**config.mk**
```make
export PLATFORM = sky130hd
export DESIGN_NAME = audio_pacer
export DESIGN_NICKNAME = d
export VERILOG_FILES = /design/src/hw/core_cfg_pkg.sv /design/src/hw/audio_pacer.sv
export SDC_FILE = /design/constraint.sdc
export NUM_CORES = 1
export LEC_CHECK = 0
export BUFFER_PORTS_ARGS = -buffer_cell sky130_fd_sc_hd__buf_2
export CAP_MARGIN = 20
export CORE_MARGIN = 2
export CORE_UTILIZATION = 30
export DETAILED_ROUTE_END_ITERATION = 10
export GPL_TIMING_DRIVEN = 0
export PLACE_DENSITY_LB_ADDON = 0.1
export SYNTH_ARGS = -nofsm -noshare
export SYNTH_HDL_FRONTEND = slang
export SYNTH_SLANG_ARGS = --single-unit
export TNS_END_PERCENT = 10
```
**constraint.sdc**
```tcl
create_clock -name CLK -period 2.5 [get_ports CLK]
set_clock_uncertainty 0.05 [all_clocks]
set_input_delay 0.125 -clock CLK [delete_from_list [all_inputs] [get_ports CLK]]
set_output_delay 0.125 -clock CLK [all_outputs]
set_load 0.03 [all_outputs]
```
**src/hw/core_cfg_pkg.sv**
```systemverilog
package core_cfg_pkg;

	// stream and word geometry
	localparam int BYTE_W = 8;
	localparam int WORD_BYTES = 3; // bytes per beatmap word
	localparam int WORD_W = BYTE_W * WORD_BYTES;

	// beatmap memory
	localparam int ADDR_W = 13;
	localparam int MEM_DEPTH = 2 ** ADDR_W;

	// difficulty sections in the beatmap
	localparam int SECTION_COUNT = 4;
	localparam int SECTION_SEL_W = 2;

	// song samples
	localparam int SAMPLE_W = 8;

	// 100 MHz core clock over 44.1 kHz sample rate
	localparam int DEFAULT_TICK_PERIOD = 2267;

	// 1.5 s of silence before the song starts
	localparam int DEFAULT_PLAY_DELAY = 66150;

endpackage

```
**src/hw/audio_pacer.sv**
```systemverilog
module audio_pacer #(
	parameter int TICK_PERIOD = core_cfg_pkg::DEFAULT_TICK_PERIOD,
	parameter int PLAY_DELAY = core_cfg_pkg::DEFAULT_PLAY_DELAY
) (
	input logic CLK,
	input logic RESET_L,
	input logic play_on,
	input logic [core_cfg_pkg::SAMPLE_W-1:0] song_data,
	input logic song_data_ready,
	output logic song_request_data,
	output logic [core_cfg_pkg::SAMPLE_W-1:0] audio_out
);

	logic [$clog2(TICK_PERIOD)-1:0] tick_cnt;
	logic [$clog2(PLAY_DELAY + 1)-1:0] delay_cnt; // silent ticks so far
	logic tick_end;

	assign tick_end = play_on && tick_cnt == TICK_PERIOD - 1;

	always_ff @(posedge CLK) begin
		if (!RESET_L) begin
			tick_cnt <= '0;
			delay_cnt <= '0;
			song_request_data <= 1'b0;
		end else begin
			if (play_on)
				tick_cnt <= tick_end ? '0 : tick_cnt + 1'b1;
			if (tick_end && delay_cnt < PLAY_DELAY)
				delay_cnt <= delay_cnt + 1'b1;
			// one request per tick once the delay is over
			song_request_data <= tick_end && delay_cnt == PLAY_DELAY;
		end
	end

	// sample source has no back-pressure, take whatever arrives
	always_ff @(posedge CLK) begin
		if (!RESET_L)
			audio_out <= '0;
		else if (song_data_ready)
			audio_out <= song_data;
	end

endmodule

```
==> results.md <==
- Clock transition at path regs: 0.07 ns
- CTS Hold Bufs: 0
- Die width: 82.30 um
- Synth area leaders: dfxtp_1 41%, mux2i_1 9.3%, nor2_1 5.9%, xnor2_1 4.3%, nand4_1 4.1%
- Largest net degree at the start of global routing: 11
- I/O Buffers: 18
- Crit end category: flop
- Sequential fraction of the synthesis area: 41.36%
- Worst path max stage delay: 0.48 ns
- Dpl ws: 0.4547 ns
- Clock buffer count from CTS: 5
- Global-route wire length before repair: 6.348 mm
- H-tree levels: 2
- Leading area contributor after synthesis: dfxtp_1
- TritonRoute pass-1 iters: 4
- Clock Root Buffer: clkbuf_8
- Worst hold-check path type: in -> reg
- Worst Slack Setup Final: 0.4478 ns
- YS warnings: 0
- Worst path slowest cell: nor3_4
- PD cells: 529.2 mW/mm2
- 1st-iter DRT viols: 56
- Met3 routed WL: 132 um
- Via density: 4.799
- Global route total overflow: 0
- Fin. Hold Viols: 0
- HPWL Detailed: 2.742 mm
- DR top layer: met4
- Cell Area, Synth: 0.001839 mm2
- DIE AREA: 0.006773 mm2
- Die H: 82.30 um
- Placeable Area: 0.005921 mm2
- Power, Total: 1.114 mW
- Fraction of layout cells with a size suffix above 1: 16.14%
- Maximum VDD drop: 0.2538 mV
- Synthesized Nets: 215
- Slew Limit Fails: 0
- Post-synthesis cell type count: 34
- Max_slew headroom: 57.97%
- Drt drc: 0
- Fill cells: 607
- Worst Path Required: 2.67 ns
- Startpoint Class: flop
- Met1 WL: 1.847 mm
- Syn Inst Count: 199
- PostCTS Resize Cnt: 0
- Syn Area/Cell: 9.243 um2
- Row cnt: 28
- Clock buffer depth: 2
- # IOs: 21
- CTS tree: done
- WP buf/inv: 0
- Gp weighted congestion: 0.7165
- Synthesized flop and latch total: 38
- Fmax: 487.3 MHz
- Clk sink count: 38
- Min cycle time layout: 2.052 ns
- Setup TNS: 0 ns
- Register area: 760.7 um2
- Tcrit/Tclk final: 82.09%
- Number of global-route vias before repair: 1,342
- Lkg Pwr: 0.8197 nW
- Unrepaired setup endpoints after global routing: false
- Critical path arrival: 2.22 ns
- Max cap viols: 0
- Post-CTS Setup Bufs: 0
- Initial Util: 31.07%
- Final number of setup-violating endpoints: 0
- Crit Path Category: reg -> reg
- All-Layer GR Usage: 12.37%
- Least-Margin Pin Slew: 0.6293 ns
- CP Max Fanout: 10
- Routed via count: 1,430
- Top delay family on crit path: simple AND/OR/NAND/NOR gates
- Clk_lat worst skew: 0.29 ns
- Area Overhead vs Synth: 14.49%
- Crit path cell chain: ha_1, and4b_1, nand3_4, nor3_4, and4_1, mux2i_1
- Antenna diodes: 0
- Area of the multi-input gates: 0.001030 mm2
- Initial antenna violation count: 0
- Status: finished, final reports clean
- WL met2: 1.872 mm
- Antenna Nets Post-Route: 0
- Yosys top cell area share: 41.36%
- # nets final: 240
- Wire per inst: 13.09 um
- Routed WL: 3.900 mm
==> metal layers <==
| metal | GRT usage, % | vias up |
|---|---|---|
| met5 | 0 | - |
| met4 | 4.000 | 0 |
| met3 | 4.674 | 7 |
| met2 | 20.32 | 12 |
| met1 | 14.85 | 665 |
| li1 | - | 746 |
==> layout by cell type (no fill, tap or decap), drive strengths merged, types with 4 or more instances in the layout <==
master  instances
a21oi           4
ha              4
clkbuf         10
nand3           8
and4            4
xor2            5
nand2          20
xnor2           9
nand2b          9
nor4            9
mux2i          17
buf            19
nor2           29
nand4          12
inv             7
dfxtp          38
==> where the power goes <==
group	internal, mW	total, mW	switching [mW]	leakage (nW)
registers	0.616	0.623	0.00704	0.308
logic	0.0264	0.0727	0.0463	0.469
clock network	0.213	0.419	0.206	0.0431
total	0.855	1.11	0.260	0.820
==> final timing paths <==
path / startpoint / endpoint / slack (ns) / depth (start not counted)
worst max-delay path: tick_cnt[1]$_SDFFE_PN0P_ / delay_cnt[3]$_SDFFE_PN0P_ / 0.45 / 6
worst min-delay path: song_data[1] / audio_out[1]$_SDFFE_PN0P_ / 0.02 / 3
worst max register to register: tick_cnt[1]$_SDFFE_PN0P_ / delay_cnt[3]$_SDFFE_PN0P_ / 0.45 / 6
worst min register to register: audio_out[3]$_SDFFE_PN0P_ / audio_out[3]$_SDFFE_PN0P_ / 0.44 / 2
==> worst register-to-register path, delay by kind of cell (launching register included) <==
kind / cells / cell delay (ns)
simple gates: 4 / 1.18
flops: 1 / 0.40
mux: 1 / 0.18
fa+ha+maj: 1 / 0.17
==> stage by stage <==
step	hold slack (ns)	area [um2]	util [%]	cells
after floorplan	0.2225	1839	-	199
after global placement	0.3147	2023	34.17	292
after detailed placement	0.3188	2023	34.17	292
after CTS	0.01190	2106	35.57	298
after global routing	0.01250	2106	35.57	298
final	0.01630	2106	35.57	298
==> flip-flops by register name, summed over array words and instances (netlist names) <==
| register | flops |
|---|---|
| audio_out | 8 |
| delay_cnt | 17 |
| tick_cnt | 12 |
| song_request_data | 1 |
==> kinds of logic after synthesis <==
logic type	Yosys count	synth area share, %
and+or+nand+nor	100	31.63
xor gates and xnor gates	14	6.667
muxes	17	9.252
DFF	38	41.36
adders and majority gates	4	2.721
AOI/OAI and AO/OA	13	5.714
buffers and inverters	13	2.653
==> cell type report <==
| cell class | instances | share of cell area, % |
|---|---|---|
| Tap cell | 75 | 4.456 |
| Sequential cell | 38 | 36.13 |
| Inverter | 8 | 1.426 |
| Timing Repair Buffer | 18 | 4.278 |
| Multi-Input combinational cell | 148 | 48.90 |
| Clock buffer | 6 | 3.922 |
| Buffer | 5 | 0.8913 |
==> cell usage after synthesis <==
cell / number
xnor2_1: 9
nor3_4: 1
a31o_2: 1
and4_1: 4
and2_1: 2
nand3_4: 1
nand3_1: 7
a211oi_2: 1
nand2_1: 19
nand2b_1: 9
mux2i_1: 17
clkinv_1: 1
and3_1: 3
nor4_4: 2
xor2_1: 5
clkbuf_1: 4
a21boi_2: 1
nor4_2: 3
a21o_1: 2
a211oi_1: 2
and4b_1: 1
ha_1: 4
dfxtp_1: 38
a21oi_1: 4
a31oi_1: 1
or3_1: 1
nor2_1: 29
inv_1: 7
nand4_1: 12
nand2_2: 1
buf_1: 1
nor4_1: 4
nand3b_1: 1
o41ai_2: 1
(Power assumes the default switching activity.)
