File: config.mk
export PLATFORM = sky130hd
export DESIGN_NAME = section_loader_flat
export DESIGN_NICKNAME = d
export VERILOG_FILES = /design/src/hw/core_cfg_pkg.sv /design/src/hw/wb_mem_if.sv /design/src/hw/section_loader.sv /design/src/flat_wrapper.sv
export SDC_FILE = /design/constraint.sdc
export NUM_CORES = 1
export LEC_CHECK = 0
export ABC_AREA = 1
export ABC_CLOCK_PERIOD_IN_PS = 4200
export CAP_MARGIN = 20
export CORE_ASPECT_RATIO = 0.9
export CORE_MARGIN = 1
export CORE_UTILIZATION = 66
export CTS_CLUSTER_SIZE = 10
export DETAILED_ROUTE_END_ITERATION = 8
export DONT_BUFFER_PORTS = 1
export PLACE_DENSITY = 0.88
export SYNTH_ARGS = -nofsm -noshare
export SYNTH_HDL_FRONTEND = slang
export SYNTH_SLANG_ARGS = --single-unit
File: constraint.sdc
create_clock -name CLK -period 4.2 [get_ports CLK]
set_clock_uncertainty 0.05 [all_clocks]
set_input_delay 0.21 -clock CLK [delete_from_list [all_inputs] [get_ports CLK]]
set_output_delay 0.21 -clock CLK [all_outputs]
set_load 0.01 [all_outputs]
File: src/hw/core_cfg_pkg.sv
package core_cfg_pkg;

	// stream and word geometry
	localparam int BYTE_W = 8;
	localparam int WORD_BYTES = 3; // bytes per beatmap word
	localparam int WORD_W = BYTE_W * WORD_BYTES;

	// beatmap memory
	localparam int ADDR_W = 13;
	localparam int MEM_DEPTH = 2 ** ADDR_W;

	// difficulty sections in the beatmap
	localparam int SECTION_COUNT = 4;
	localparam int SECTION_SEL_W = 2;

	// song samples
	localparam int SAMPLE_W = 8;

	// 100 MHz core clock over 44.1 kHz sample rate
	localparam int DEFAULT_TICK_PERIOD = 2267;

	// 1.5 s of silence before the song starts
	localparam int DEFAULT_PLAY_DELAY = 66150;

endpackage

File: src/hw/wb_mem_if.sv
// Wishbone classic, word addressed beatmap access
interface wb_mem_if;

	logic cyc;
	logic stb;
	logic we;
	logic [core_cfg_pkg::ADDR_W-1:0] adr;
	logic [core_cfg_pkg::WORD_W-1:0] dat_w;
	logic [core_cfg_pkg::WORD_W-1:0] dat_r; // valid in the ack cycle
	logic ack;

	modport master (
		output cyc, stb, we, adr, dat_w,
		input dat_r, ack
	);

	modport slave (
		input cyc, stb, we, adr, dat_w,
		output dat_r, ack
	);

endinterface

File: src/hw/section_loader.sv
module section_loader (
	input logic CLK,
	input logic RESET_L,
	input logic load_start,
	input logic [core_cfg_pkg::BYTE_W-1:0] pre_data,
	input logic pre_data_ready,
	input logic pre_transmit_finished,
	output logic pre_restart,
	output logic pre_request_data,
	output logic load_done,
	wb_mem_if.master wr
);

	logic streaming;
	logic [$clog2(core_cfg_pkg::WORD_BYTES)-1:0] byte_cnt;
	logic take;

	// no new byte while a word write is still out
	assign pre_request_data = streaming && !wr.stb;
	assign take = pre_request_data && pre_data_ready && !pre_transmit_finished;
	assign wr.we = 1'b1;

	always_ff @(posedge CLK) begin
		if (!RESET_L) begin
			pre_restart <= 1'b0;
			streaming <= 1'b0;
			load_done <= 1'b0;
			byte_cnt <= '0;
			wr.cyc <= 1'b0;
			wr.stb <= 1'b0;
			wr.adr <= '0;
		end else begin
			pre_restart <= load_start;
			load_done <= 1'b0;
			if (pre_restart) begin
				streaming <= 1'b1;
				byte_cnt <= '0;
				wr.adr <= '0;
			end
			if (wr.ack) begin
				wr.cyc <= 1'b0;
				wr.stb <= 1'b0;
				wr.adr <= wr.adr + 1'b1; // next word slot
			end
			if (pre_request_data && pre_transmit_finished) begin
				streaming <= 1'b0; // partial word is dropped
				load_done <= 1'b1;
			end else if (take) begin
				if (byte_cnt == core_cfg_pkg::WORD_BYTES - 1) begin
					byte_cnt <= '0;
					wr.cyc <= 1'b1;
					wr.stb <= 1'b1;
				end else begin
					byte_cnt <= byte_cnt + 1'b1;
				end
			end
		end
	end

	// lsb first packing
	always_ff @(posedge CLK) begin
		if (take)
			wr.dat_w[byte_cnt * core_cfg_pkg::BYTE_W +: core_cfg_pkg::BYTE_W] <= pre_data;
	end

endmodule

File: src/flat_wrapper.sv
// flat-port wrapper written by rule: the top's interface ports become plain ports
module section_loader_flat 
  (CLK, RESET_L, load_start, pre_data, pre_data_ready, pre_transmit_finished, pre_restart, pre_request_data, load_done, wr_cyc, wr_stb, wr_we, wr_adr, wr_dat_w, wr_dat_r, wr_ack);
  wb_mem_if wr_i ();
  input logic CLK;
  input logic RESET_L;
  input logic load_start;
  input logic [core_cfg_pkg::BYTE_W-1:0] pre_data;
  input logic pre_data_ready;
  input logic pre_transmit_finished;
  output logic pre_restart;
  output logic pre_request_data;
  output logic load_done;
  output wire logic [$bits(wr_i.cyc)-1:0] wr_cyc;
  output wire logic [$bits(wr_i.stb)-1:0] wr_stb;
  output wire logic [$bits(wr_i.we)-1:0] wr_we;
  output wire logic [$bits(wr_i.adr)-1:0] wr_adr;
  output wire logic [$bits(wr_i.dat_w)-1:0] wr_dat_w;
  input wire logic [$bits(wr_i.dat_r)-1:0] wr_dat_r;
  input wire logic [$bits(wr_i.ack)-1:0] wr_ack;
  assign wr_cyc = wr_i.cyc;
  assign wr_stb = wr_i.stb;
  assign wr_we = wr_i.we;
  assign wr_adr = wr_i.adr;
  assign wr_dat_w = wr_i.dat_w;
  assign wr_i.dat_r = wr_dat_r;
  assign wr_i.ack = wr_ack;
  section_loader u_core (.CLK(CLK), .RESET_L(RESET_L), .load_start(load_start), .pre_data(pre_data), .pre_data_ready(pre_data_ready), .pre_transmit_finished(pre_transmit_finished), .pre_restart(pre_restart), .pre_request_data(pre_request_data), .load_done(load_done), .wr(wr_i));
endmodule
==> results.sh <==
export IMPL_drc=0
export IMPL_seq_area_frac_synth_pct=58.4
export IMPL_drt_initial_drc_count=50
export IMPL_cp_max_fo=8
export IMPL_start_util_pct=69.8
export IMPL_setup_tns_ns=0
export IMPL_critPathSlowestCell="dfxtp_1"
export IMPL_clock_latency_ns=0.36
export IMPL_critPathTopFamily="simple AND/OR/NAND/NOR gates"
export IMPL_synth_area_per_cell_um2=9.36
export IMPL_clk_pin_slew_worst_paths_ns=0.12
export IMPL_wl_per_cell_um=14.9
export IMPL_maxCapViolCount=0
export IMPL_postLayoutCoreUtil_pct=77.1
export IMPL_power_leakage_nw=0.816
export IMPL_firstDrtPassIters=4
export IMPL_gp_congestion=0.801
export IMPL_clockBufferDepth=2
export IMPL_fin_hold_ws_ns=0.0232
export IMPL_start_kind="register"
export IMPL_fin_ws_ns=2.44
export IMPL_hpwlAfterDp_mm=2.65
export IMPL_vias=1450
export IMPL_yosysWarnings=0
export IMPL_drive_gt1_share_pct=9.35
export IMPL_status="complete, no violations"
export IMPL_synth_area_leaders="edfxtp_1 38%, dfxtp_1 21%, nand2_1 7.2%, nor2_1 5.7%, inv_1 4.5%"
export IMPL_crit_chain="inv_1 -> ha_1 -> or2_2 -> nor3b_1"
export IMPL_grt_first_pass_wirelength_mm=5.59
export IMPL_syn2layout_area_growth_pct=10.4
export IMPL_grt_pass1_vias=1241
export IMPL_antenna_left=0
export IMPL_synth_area_leader_cell="edfxtp_1"
export IMPL_cts_tree="yes"
export IMPL_cts_resized=0
export IMPL_synth_cell_types=28
export IMPL_via_per_inst=5.71
export IMPL_cts_sinks=44
export IMPL_crit_type="reg2reg"
export IMPL_design_core_area_um2=2750
export IMPL_overflow=0
export IMPL_port_buffers=0
export IMPL_cts_buffers=5
export IMPL_fmaxAchievable_mhz=569
export IMPL_dieArea_um2=3130
export IMPL_rsz0062_at_grt="false"
export IMPL_required_ns=4.33
export IMPL_cts_root_buf="clkbuf_4"
export IMPL_hold_viol_final=0
export IMPL_ioPinCount=81
export IMPL_hold_class="in2reg"
export IMPL_layout_min_cycle_time_ns=1.76
export IMPL_nets=256
export IMPL_grt_max_degree=15
export IMPL_htree_levels=2
export IMPL_antenna_found_initial=0
export IMPL_synthDominantCellAreaShare_pct=37.6
export IMPL_slowest_delay_ns=0.43
export IMPL_fin_crit_sh_pct=41.8
export IMPL_diodes=0
export IMPL_p_total_uw=878
export IMPL_routed_wl_mm=3.77
export IMPL_holdBufCountCts=5
export IMPL_fp_dieH_um=53.1
export IMPL_syn_area_um2=1920
export IMPL_syn_num_nets=248
export IMPL_critPathArrivalTime_ns=1.89
export IMPL_postCtsSetupRepairBufs=0
export IMPL_pre_cts_ws_ns=2.51
export IMPL_drv_slew=0
export IMPL_setup_viol=0
export IMPL_cp_num_buf_inv=1
export IMPL_die_w_um=58.8
export IMPL_gr_usage_all_layers_pct=25.1
export IMPL_fp_row_count=18
export IMPL_ir_drop_uv=326
export IMPL_synth_seq_cells=44
export IMPL_power_density_nw_per_um2=415
export IMPL_synth_cells=205
export IMPL_end_kind="register"
==> flip-flops by register name, summed over array words and instances, names as in the netlist <==
| register | count |
|---|---|
| u_core.pre_restart | 1 |
| u_core.wr.cyc | 1 |
| u_core.wr.dat_w | 24 |
| u_core.streaming | 1 |
| u_core.load_done | 1 |
| u_core.wr.adr | 13 |
| u_core.byte_cnt | 2 |
| u_core.wr.stb | 1 |
==> synthesized netlist by cell type (all sizes together) <==
cell type and count:
nor4 1, a22oi 2, buf 3, dfxtp 20
conb 1, edfxtp 24, nor3b 8, clkbuf 1
nand4 3, ha 5, nand2 41, inv 23
a21oi 13, o21ai 6, nor2 34, or2 1
nand3 15, clkinv 2, nor3 1, o21a 1
==> power breakdown <==
group	internal, mW	total (mW)	switching [mW]	leakage, nW
Combinational	0.0126	0.0357	0.0231	0.330
Clock	0.245	0.380	0.135	0.0654
Sequential	0.457	0.462	0.00561	0.421
==> worst register-to-register path, stage by stage, from the launching register on <==
cell	delay, ns
dfxtp_1	0.43
inv_1	0.13
ha_1	0.34
or2_2	0.37
nor3b_1	0.26
==> area by class of cell <==
type / count / area (µm²)
sequential: 44 / 1120
multi-input combinational: 132 / 674
fill: 194 / 629
inverter: 25 / 95.1
clock inverter: 3 / 90.1
timing repair buffer: 5 / 50.0
tap: 40 / 50.0
clock buffer: 5 / 37.5
==> placed cells by master (no fill, tap or decap) <==
cell type      instances
a21oi_1               13
a22oi_1                2
bufinv_16              3
clkbuf_4               5
clkinv_1               1
clkinv_2               1
conb_1                 1
dfxtp_1               20
dlygate4sd3_1          5
edfxtp_1              24
ha_1                   5
inv_1                 23
nand2_1               37
nand2_2                4
nand3_1               14
nand3_2                1
nand4_1                3
nor2_1                29
nor2_2                 3
nor2_4                 2
nor3_1                 1
nor3b_1                8
nor4_1                 1
o21a_1                 1
o21ai_0                5
o21ai_1                1
or2_2                  1
==> layer usage <==
| layer | wire [µm] | vias to the layer above | GRT usage, % |
|---|---|---|---|
| li1 | - | 690 | - |
| met1 | 1570 | 676 | 29.7 |
| met2 | 1860 | 78 | 42.8 |
| met3 | 307 | 6 | 9.05 |
| met4 | 38 | 0 | 7.54 |
| met5 | 0 | - | 0 |
==> per-stage QoR <==
stage	instances	area, µm²
final	254	2120
after global routing	254	2120
after CTS	254	2120
after detailed placement	241	1940
after global placement	241	1940
after floorplan	205	1920
==> kinds of logic (layout without fill, tap and decap cells) <==
| group | after synthesis | count (layout) | share of synthesized area (%) |
|---|---|---|---|
| buffers and inverters | 29 | 38 | 6.39 |
| AND/OR/NAND/NOR | 104 | 104 | 25.6 |
| AO/OA/AOI/OAI | 22 | 22 | 6.13 |
| adder cells (fa/ha/maj) | 5 | 5 | 3.26 |
| flip-flops | 44 | 44 | 58.4 |
| other | 1 | 1 | 0.196 |
==> path summary, 6_finish.rpt <==
path	from	to	slack (ns)	cells past startpoint
max	u_core.byte_cnt[0]$_SDFF_PN0_	u_core.wr.dat_w[2]$_DFFE_PP_	2.44	4
min reg2reg	u_core.streaming$_SDFFE_PP0P_	u_core.streaming$_SDFFE_PP0P_	0.45	2
min	wr_ack	u_core.wr.adr[7]$_SDFFE_PN0P_	0.02	3
max reg2reg	u_core.byte_cnt[0]$_SDFF_PN0_	u_core.wr.dat_w[2]$_DFFE_PP_	2.44	4
No activity file was read; power rests on OpenSTA's default activity.
