[src/hw/core_cfg_pkg.sv]
package core_cfg_pkg;

	// stream and word geometry
	localparam int BYTE_W = 8;
	localparam int WORD_BYTES = 3; // bytes per beatmap word
	localparam int WORD_W = BYTE_W * WORD_BYTES;

	// beatmap memory
	localparam int ADDR_W = 13;
	localparam int MEM_DEPTH = 2 ** ADDR_W;

	// difficulty sections in the beatmap
	localparam int SECTION_COUNT = 4;
	localparam int SECTION_SEL_W = 2;

	// song samples
	localparam int SAMPLE_W = 8;

	// 100 MHz core clock over 44.1 kHz sample rate
	localparam int DEFAULT_TICK_PERIOD = 2267;

	// 1.5 s of silence before the song starts
	localparam int DEFAULT_PLAY_DELAY = 66150;

endpackage

[src/hw/core_state_pkg.sv]
package core_state_pkg;

	// top level sequencer
	typedef enum logic [1:0] {
		CORE_RESET,
		CORE_LOAD,
		CORE_SCAN,
		CORE_PLAY
	} core_state_e;

	// header chain walk, one section per pass
	typedef enum logic [1:0] {
		SCAN_IDLE,
		SCAN_READ,
		SCAN_WAIT, // stb out, waiting for ack
		SCAN_STORE
	} scan_state_e;

endpackage

[src/hw/wb_mem_if.sv]
// Wishbone classic, word addressed beatmap access
interface wb_mem_if;

	logic cyc;
	logic stb;
	logic we;
	logic [core_cfg_pkg::ADDR_W-1:0] adr;
	logic [core_cfg_pkg::WORD_W-1:0] dat_w;
	logic [core_cfg_pkg::WORD_W-1:0] dat_r; // valid in the ack cycle
	logic ack;

	modport master (
		output cyc, stb, we, adr, dat_w,
		input dat_r, ack
	);

	modport slave (
		input cyc, stb, we, adr, dat_w,
		output dat_r, ack
	);

endinterface

[src/hw/section_scanner.sv]
module section_scanner (
	input logic CLK,
	input logic RESET_L,
	input logic scan_start,
	input logic [core_cfg_pkg::SECTION_SEL_W-1:0] section_sel,
	output logic scan_done,
	output logic [core_cfg_pkg::ADDR_W-1:0] section_base,
	output logic [core_cfg_pkg::ADDR_W-1:0] section_size,
	wb_mem_if.master rd
);

	core_state_pkg::scan_state_e scan_state;
	logic [core_cfg_pkg::SECTION_SEL_W-1:0] idx;
	logic [core_cfg_pkg::ADDR_W-1:0] hdr_adr; // header word of section idx
	logic [core_cfg_pkg::ADDR_W-1:0] size_tab [core_cfg_pkg::SECTION_COUNT];
	logic [core_cfg_pkg::ADDR_W-1:0] base_tab [core_cfg_pkg::SECTION_COUNT];

	// request held from READ until the ack in WAIT
	assign rd.cyc = scan_state == core_state_pkg::SCAN_READ ||
		scan_state == core_state_pkg::SCAN_WAIT;
	assign rd.stb = rd.cyc;
	assign rd.we = 1'b0;
	assign rd.adr = hdr_adr;
	assign rd.dat_w = '0;

	assign section_base = base_tab[section_sel];
	assign section_size = size_tab[section_sel];

	always_ff @(posedge CLK) begin
		if (!RESET_L) begin
			scan_state <= core_state_pkg::SCAN_IDLE;
			idx <= '0;
			hdr_adr <= '0;
			scan_done <= 1'b0;
		end else begin
			scan_done <= 1'b0;
			case (scan_state)
				core_state_pkg::SCAN_IDLE: if (scan_start) begin
					idx <= '0;
					hdr_adr <= '0;
					scan_state <= core_state_pkg::SCAN_READ;
				end
				core_state_pkg::SCAN_READ: scan_state <= core_state_pkg::SCAN_WAIT;
				core_state_pkg::SCAN_WAIT: if (rd.ack)
					scan_state <= core_state_pkg::SCAN_STORE;
				core_state_pkg::SCAN_STORE: begin
					hdr_adr <= hdr_adr + size_tab[idx] + 1'b1; // next header
					idx <= idx + 1'b1;
					if (idx == core_cfg_pkg::SECTION_COUNT - 1) begin
						scan_state <= core_state_pkg::SCAN_IDLE;
						scan_done <= 1'b1;
					end else begin
						scan_state <= core_state_pkg::SCAN_READ;
					end
				end
				default: scan_state <= core_state_pkg::SCAN_IDLE;
			endcase
		end
	end

	// section table
	always_ff @(posedge CLK) begin
		if (scan_state == core_state_pkg::SCAN_WAIT && rd.ack)
			size_tab[idx] <= rd.dat_r[core_cfg_pkg::ADDR_W-1:0];
		if (scan_state == core_state_pkg::SCAN_STORE)
			base_tab[idx] <= hdr_adr + 1'b1; // data starts past the header
	end

endmodule

[src/flat_wrapper.sv]
// flat-port wrapper written by rule: the top's interface ports become plain ports
module section_scanner_flat 
  (CLK, RESET_L, scan_start, section_sel, scan_done, section_base, section_size, rd_cyc, rd_stb, rd_we, rd_adr, rd_dat_w, rd_dat_r, rd_ack);
  wb_mem_if rd_i ();
  input logic CLK;
  input logic RESET_L;
  input logic scan_start;
  input logic [core_cfg_pkg::SECTION_SEL_W-1:0] section_sel;
  output logic scan_done;
  output logic [core_cfg_pkg::ADDR_W-1:0] section_base;
  output logic [core_cfg_pkg::ADDR_W-1:0] section_size;
  output wire logic [$bits(rd_i.cyc)-1:0] rd_cyc;
  output wire logic [$bits(rd_i.stb)-1:0] rd_stb;
  output wire logic [$bits(rd_i.we)-1:0] rd_we;
  output wire logic [$bits(rd_i.adr)-1:0] rd_adr;
  output wire logic [$bits(rd_i.dat_w)-1:0] rd_dat_w;
  input wire logic [$bits(rd_i.dat_r)-1:0] rd_dat_r;
  input wire logic [$bits(rd_i.ack)-1:0] rd_ack;
  assign rd_cyc = rd_i.cyc;
  assign rd_stb = rd_i.stb;
  assign rd_we = rd_i.we;
  assign rd_adr = rd_i.adr;
  assign rd_dat_w = rd_i.dat_w;
  assign rd_i.dat_r = rd_dat_r;
  assign rd_i.ack = rd_ack;
  section_scanner u_core (.CLK(CLK), .RESET_L(RESET_L), .scan_start(scan_start), .section_sel(section_sel), .scan_done(scan_done), .section_base(section_base), .section_size(section_size), .rd(rd_i));
endmodule
[config.mk]
export PLATFORM = sky130hd
export DESIGN_NAME = section_scanner_flat
export DESIGN_NICKNAME = d
export VERILOG_FILES = /design/src/hw/core_cfg_pkg.sv /design/src/hw/core_state_pkg.sv /design/src/hw/wb_mem_if.sv /design/src/hw/section_scanner.sv /design/src/flat_wrapper.sv
export SDC_FILE = /design/constraint.sdc
export NUM_CORES = 1
export LEC_CHECK = 0
export BUFFER_PORTS_ARGS = -buffer_cell sky130_fd_sc_hd__clkbuf_2
export CAP_MARGIN = 20
export CORE_ASPECT_RATIO = 0.7
export CORE_MARGIN = 1
export CORE_UTILIZATION = 56
export CTS_CLUSTER_DIAMETER = 40
export DETAILED_ROUTE_END_ITERATION = 16
export PLACE_DENSITY = 0.76
export SYNTH_ARGS = -nofsm -noshare
export SYNTH_HDL_FRONTEND = slang
export SYNTH_SLANG_ARGS = --single-unit
[constraint.sdc]
create_clock -name CLK -period 4.3 [get_ports CLK]
set_clock_uncertainty 0.1 [all_clocks]
set_input_delay 0.43 -clock CLK [delete_from_list [all_inputs] [get_ports CLK]]
set_output_delay 0.43 -clock CLK [all_outputs]
set_load 0.01 [all_outputs]
==> impl_metrics.csv <==
group,metric,value,unit
run_status,status,"complete, no violations",
synthesis,synth_common_cells,"edfxtp_1, mux4_2, buf_4",
clock_tree,cts_buffers,17,
synthesis,yosys_register_bits,124,
global_routing,first_global_vias,3380,
detailed_routing,dr.pass1.iters,4,
sta,tightest_slew,0.841,ns
clock_tree,path_clk_slew,0.05,ns
worst_hold_path,hold_class,"in2reg",
sta,rsz0062_at_grt,"false",
synthesis,muxShareOfSynthArea,15.6,%
synthesis,synth_area_leaders,"edfxtp_1, mux4_2, dfxtp_1",
clock_tree,clock_sinks,124,
synthesis,syn_area,5800,sq um
global_routing,grt_max_degree,27,
detailed_routing,wl,11400,um
synthesis,yosysWarnings,0,
finish,n_fill_cell,655,
floorplan,floorplan.initialDensity,58.8,%
detailed_routing,vias_per_cell,5.90,
floorplan,die-area,10800,sq um
sta,fmax,0.300,GHz
synthesis,synth_top_family_by_area,"multiplexers",
detailed_routing,drtIter0Drc,297,
synthesis,yosys.area_share.simple,5.74,%
clock_tree,holdBufCountCts,0,
synthesis,synth_top_area_share,53.8,%
global_routing,grt_overflow,0,
clock_tree,clock_tree.root_cell,"clkbuf_16",
global_routing,grtUsageTotal,23.2,%
synthesis,yosys.area.top_type,"edfxtp_1",
clock_tree,clk_path_buf_depth,2,
synthesis,synth-compound-area-share,5.74,%
detailed_routing,drc_errors,0,
finish,nets,484,
setup_path,endpoint_kind,"flop",
setup_path,critical_path_arrival,3.53,ns
clock_tree,htree_levels,4,
synthesis,async_reset_ff_share,0,%
floorplan,rows,30,
finish,areaGrowthSynthToFinish,16.1,%
placement,gp_congestion,0.822,
finish,multi_input_area,2090,sq um
placement,placed_area,6120,sq um
setup_path,cp-start-kind,"flop",
pwr,irDropWorstVdd,318,uV
setup_path,cp.required,4.50,ns
sta,max_slew_margin,43.9,%
clock_tree,post_cts_buffers,0,
placement,io_buffers,60,
placement,hpwl,7540,um
sta,fin_setup_tns,0,ns
sta,setup_ws,0.962,ns
synthesis,synth_cell_type_count,44,
clock_tree,cts_resized,0,
synthesis,synth-edff-count,104,
floorplan,fp.dieH,87.2,um
global_routing,grt_first_pass_wirelength,17600,um
setup_path,path_max_fanout,9,
finish,register_area,3520,sq um
pwr,cellLeakagePower,2.48,nW
synthesis,syn_avg_cell_area,16.0,sq um
clock_tree,worstSkewPairLatency,0.41,ns
detailed_routing,vias,3384,
synthesis,ys_seq_area_share,60.7,%
sta,setup_viol,0,
sta,period_needed,3.34,ns
synthesis,synth.most_common_cell,"edfxtp_1",
detailed_routing,wl_per_cell,19.9,um
floorplan,io_pins,97,
detailed_routing,ant_nets,0,
finish,antenna_cells,0,
synthesis,synth_xor_area_share,2.72,%
sta,final_max_slew_viol_count,0,
setup_path,path_class,"reg2reg",
floorplan,die_x,124,um
run,max_cap_viol_count,0,
clock_tree,cts_tree,"yes",
global_routing,antenna_found_initial,0,
synthesis,ys.flop_type,"edfxtp_1",
finish,fin_area,6740,sq um
pwr,powerDensity,487,nW/um^2
floorplan,coreArea,9870,sq um
sta,finalHoldViolCount,0,
placement,pre_cts_ws,1.01,ns
sta,min_period_over_period,77.6,%
synthesis,synth_fa_ha_area_share,4.66,%
synthesis,synth_cells,363,
finish,drive_gt1_share,30.0,%
-- through the flow --
step	util (%)	hold WS (ns)	instances	total power, mW
2_1_floorplan	-	0.397	387	1.80
3_3_place_gp	62.0	0.422	541	1.89
3_5_place_dp	62.0	0.435	541	1.91
4_1_cts	68.0	0.131	573	3.29
5_1_grt	68.2	0.137	574	3.40
6_report	68.2	0.143	574	3.28
-- cell families (layout without fill, tap and decap cells) --
kind of cell	after synthesis	after routing
flip-flops	124	124
AND/OR/NAND/NOR	64	64
AO/OA/AOI/OAI	49	49
buffers and inverters	45	104
multiplexers	41	41
adder cells (fa/ha/maj)	21	21
XOR/XNOR	18	18
other	1	25
-- area by class of cell --
type / instances / share of cell area [%]
Sequential cell: 124 / 52.3
Multi-Input combinational cell: 218 / 31.0
Clock buffer: 20 / 6.93
Timing Repair Buffer: 63 / 5.09
Tap cell: 128 / 2.38
Clock inverter: 12 / 1.78
Inverter: 9 / 0.501
-- worst paths after layout --
kind                                 start                         endpoint  slack, ns  depth (start not counted)
max                                   flop   u_core.rd.adr[12]$_SDFFE_PN0P_       0.96                         10
min                            rd_dat_r[3]  u_core.size_tab[0][3]$_DFFE_PP_       0.14                          1
max reg2reg                           flop   u_core.rd.adr[12]$_SDFFE_PN0P_       0.96                         10
min reg2reg  u_core.rd.adr[9]$_SDFFE_PN0P_    u_core.rd.adr[9]$_SDFFE_PN0P_       0.44                          2
-- registers in the layout, indices dropped and copies added, names as in the netlist, named ones only --
signal             count
u_core.size_tab       52
u_core.rd.adr         13
u_core.idx             2
u_core.base_tab       52
u_core.scan_done       1
u_core.scan_state      2
-- cells in the final DEF (no fill, tap or decap), types with 4 or more instances in the layout --
cell type | netlist | routed
dfxtp_1 | 20 | 20
a21oi_1 | 9 | 9
clkinvlp_4 | 0 | 5
xnor2_1 | 10 | 10
a21o_1 | 4 | 4
mux4_2 | 39 | 39
and3_1 | 7 | 7
clkbuf_16 | 0 | 17
nor2_1 | 6 | 6
inv_1 | 9 | 9
conb_1 | 1 | 25
nor2b_1 | 10 | 10
nand2_1 | 20 | 20
edfxtp_1 | 104 | 104
and2_1 | 11 | 11
o21ai_1 | 10 | 10
ha_1 | 20 | 20
o21a_1 | 4 | 4
xor2_1 | 8 | 8
clkbuf_2 | 0 | 60
-- worst max-delay path, cell delays in order (launching register included) --
cell      delay, ns
dfxtp_1        0.50
buf_4          0.30
mux4_2         0.54
ha_1           0.37
a21oi_1        0.17
nor2b_1        0.07
a311o_1        0.41
a311oi_2       0.31
xnor2_1        0.19
o21bai_1       0.09
a22o_1         0.18
-- where the power goes --
group | switching, mW | total [mW] | internal [mW]
clock | 0.492 | 1.38 | 0.890
combinational | 0.271 | 0.482 | 0.211
sequential | 0.0429 | 1.41 | 1.37
total | 0.805 | 3.28 | 2.47
-- routing by layer --
| layer | wire, um | global-route usage, % | vias to the layer above |
|---|---|---|---|
| met3 | 672 | 6.22 | 14 |
| met2 | 5510 | 35.2 | 130 |
| li1 | - | - | 1512 |
| met1 | 5090 | 31.5 | 1728 |
| met4 | 144 | 10.7 | 0 |
| met5 | 0 | 0 | - |
(Power assumes the default switching activity.)
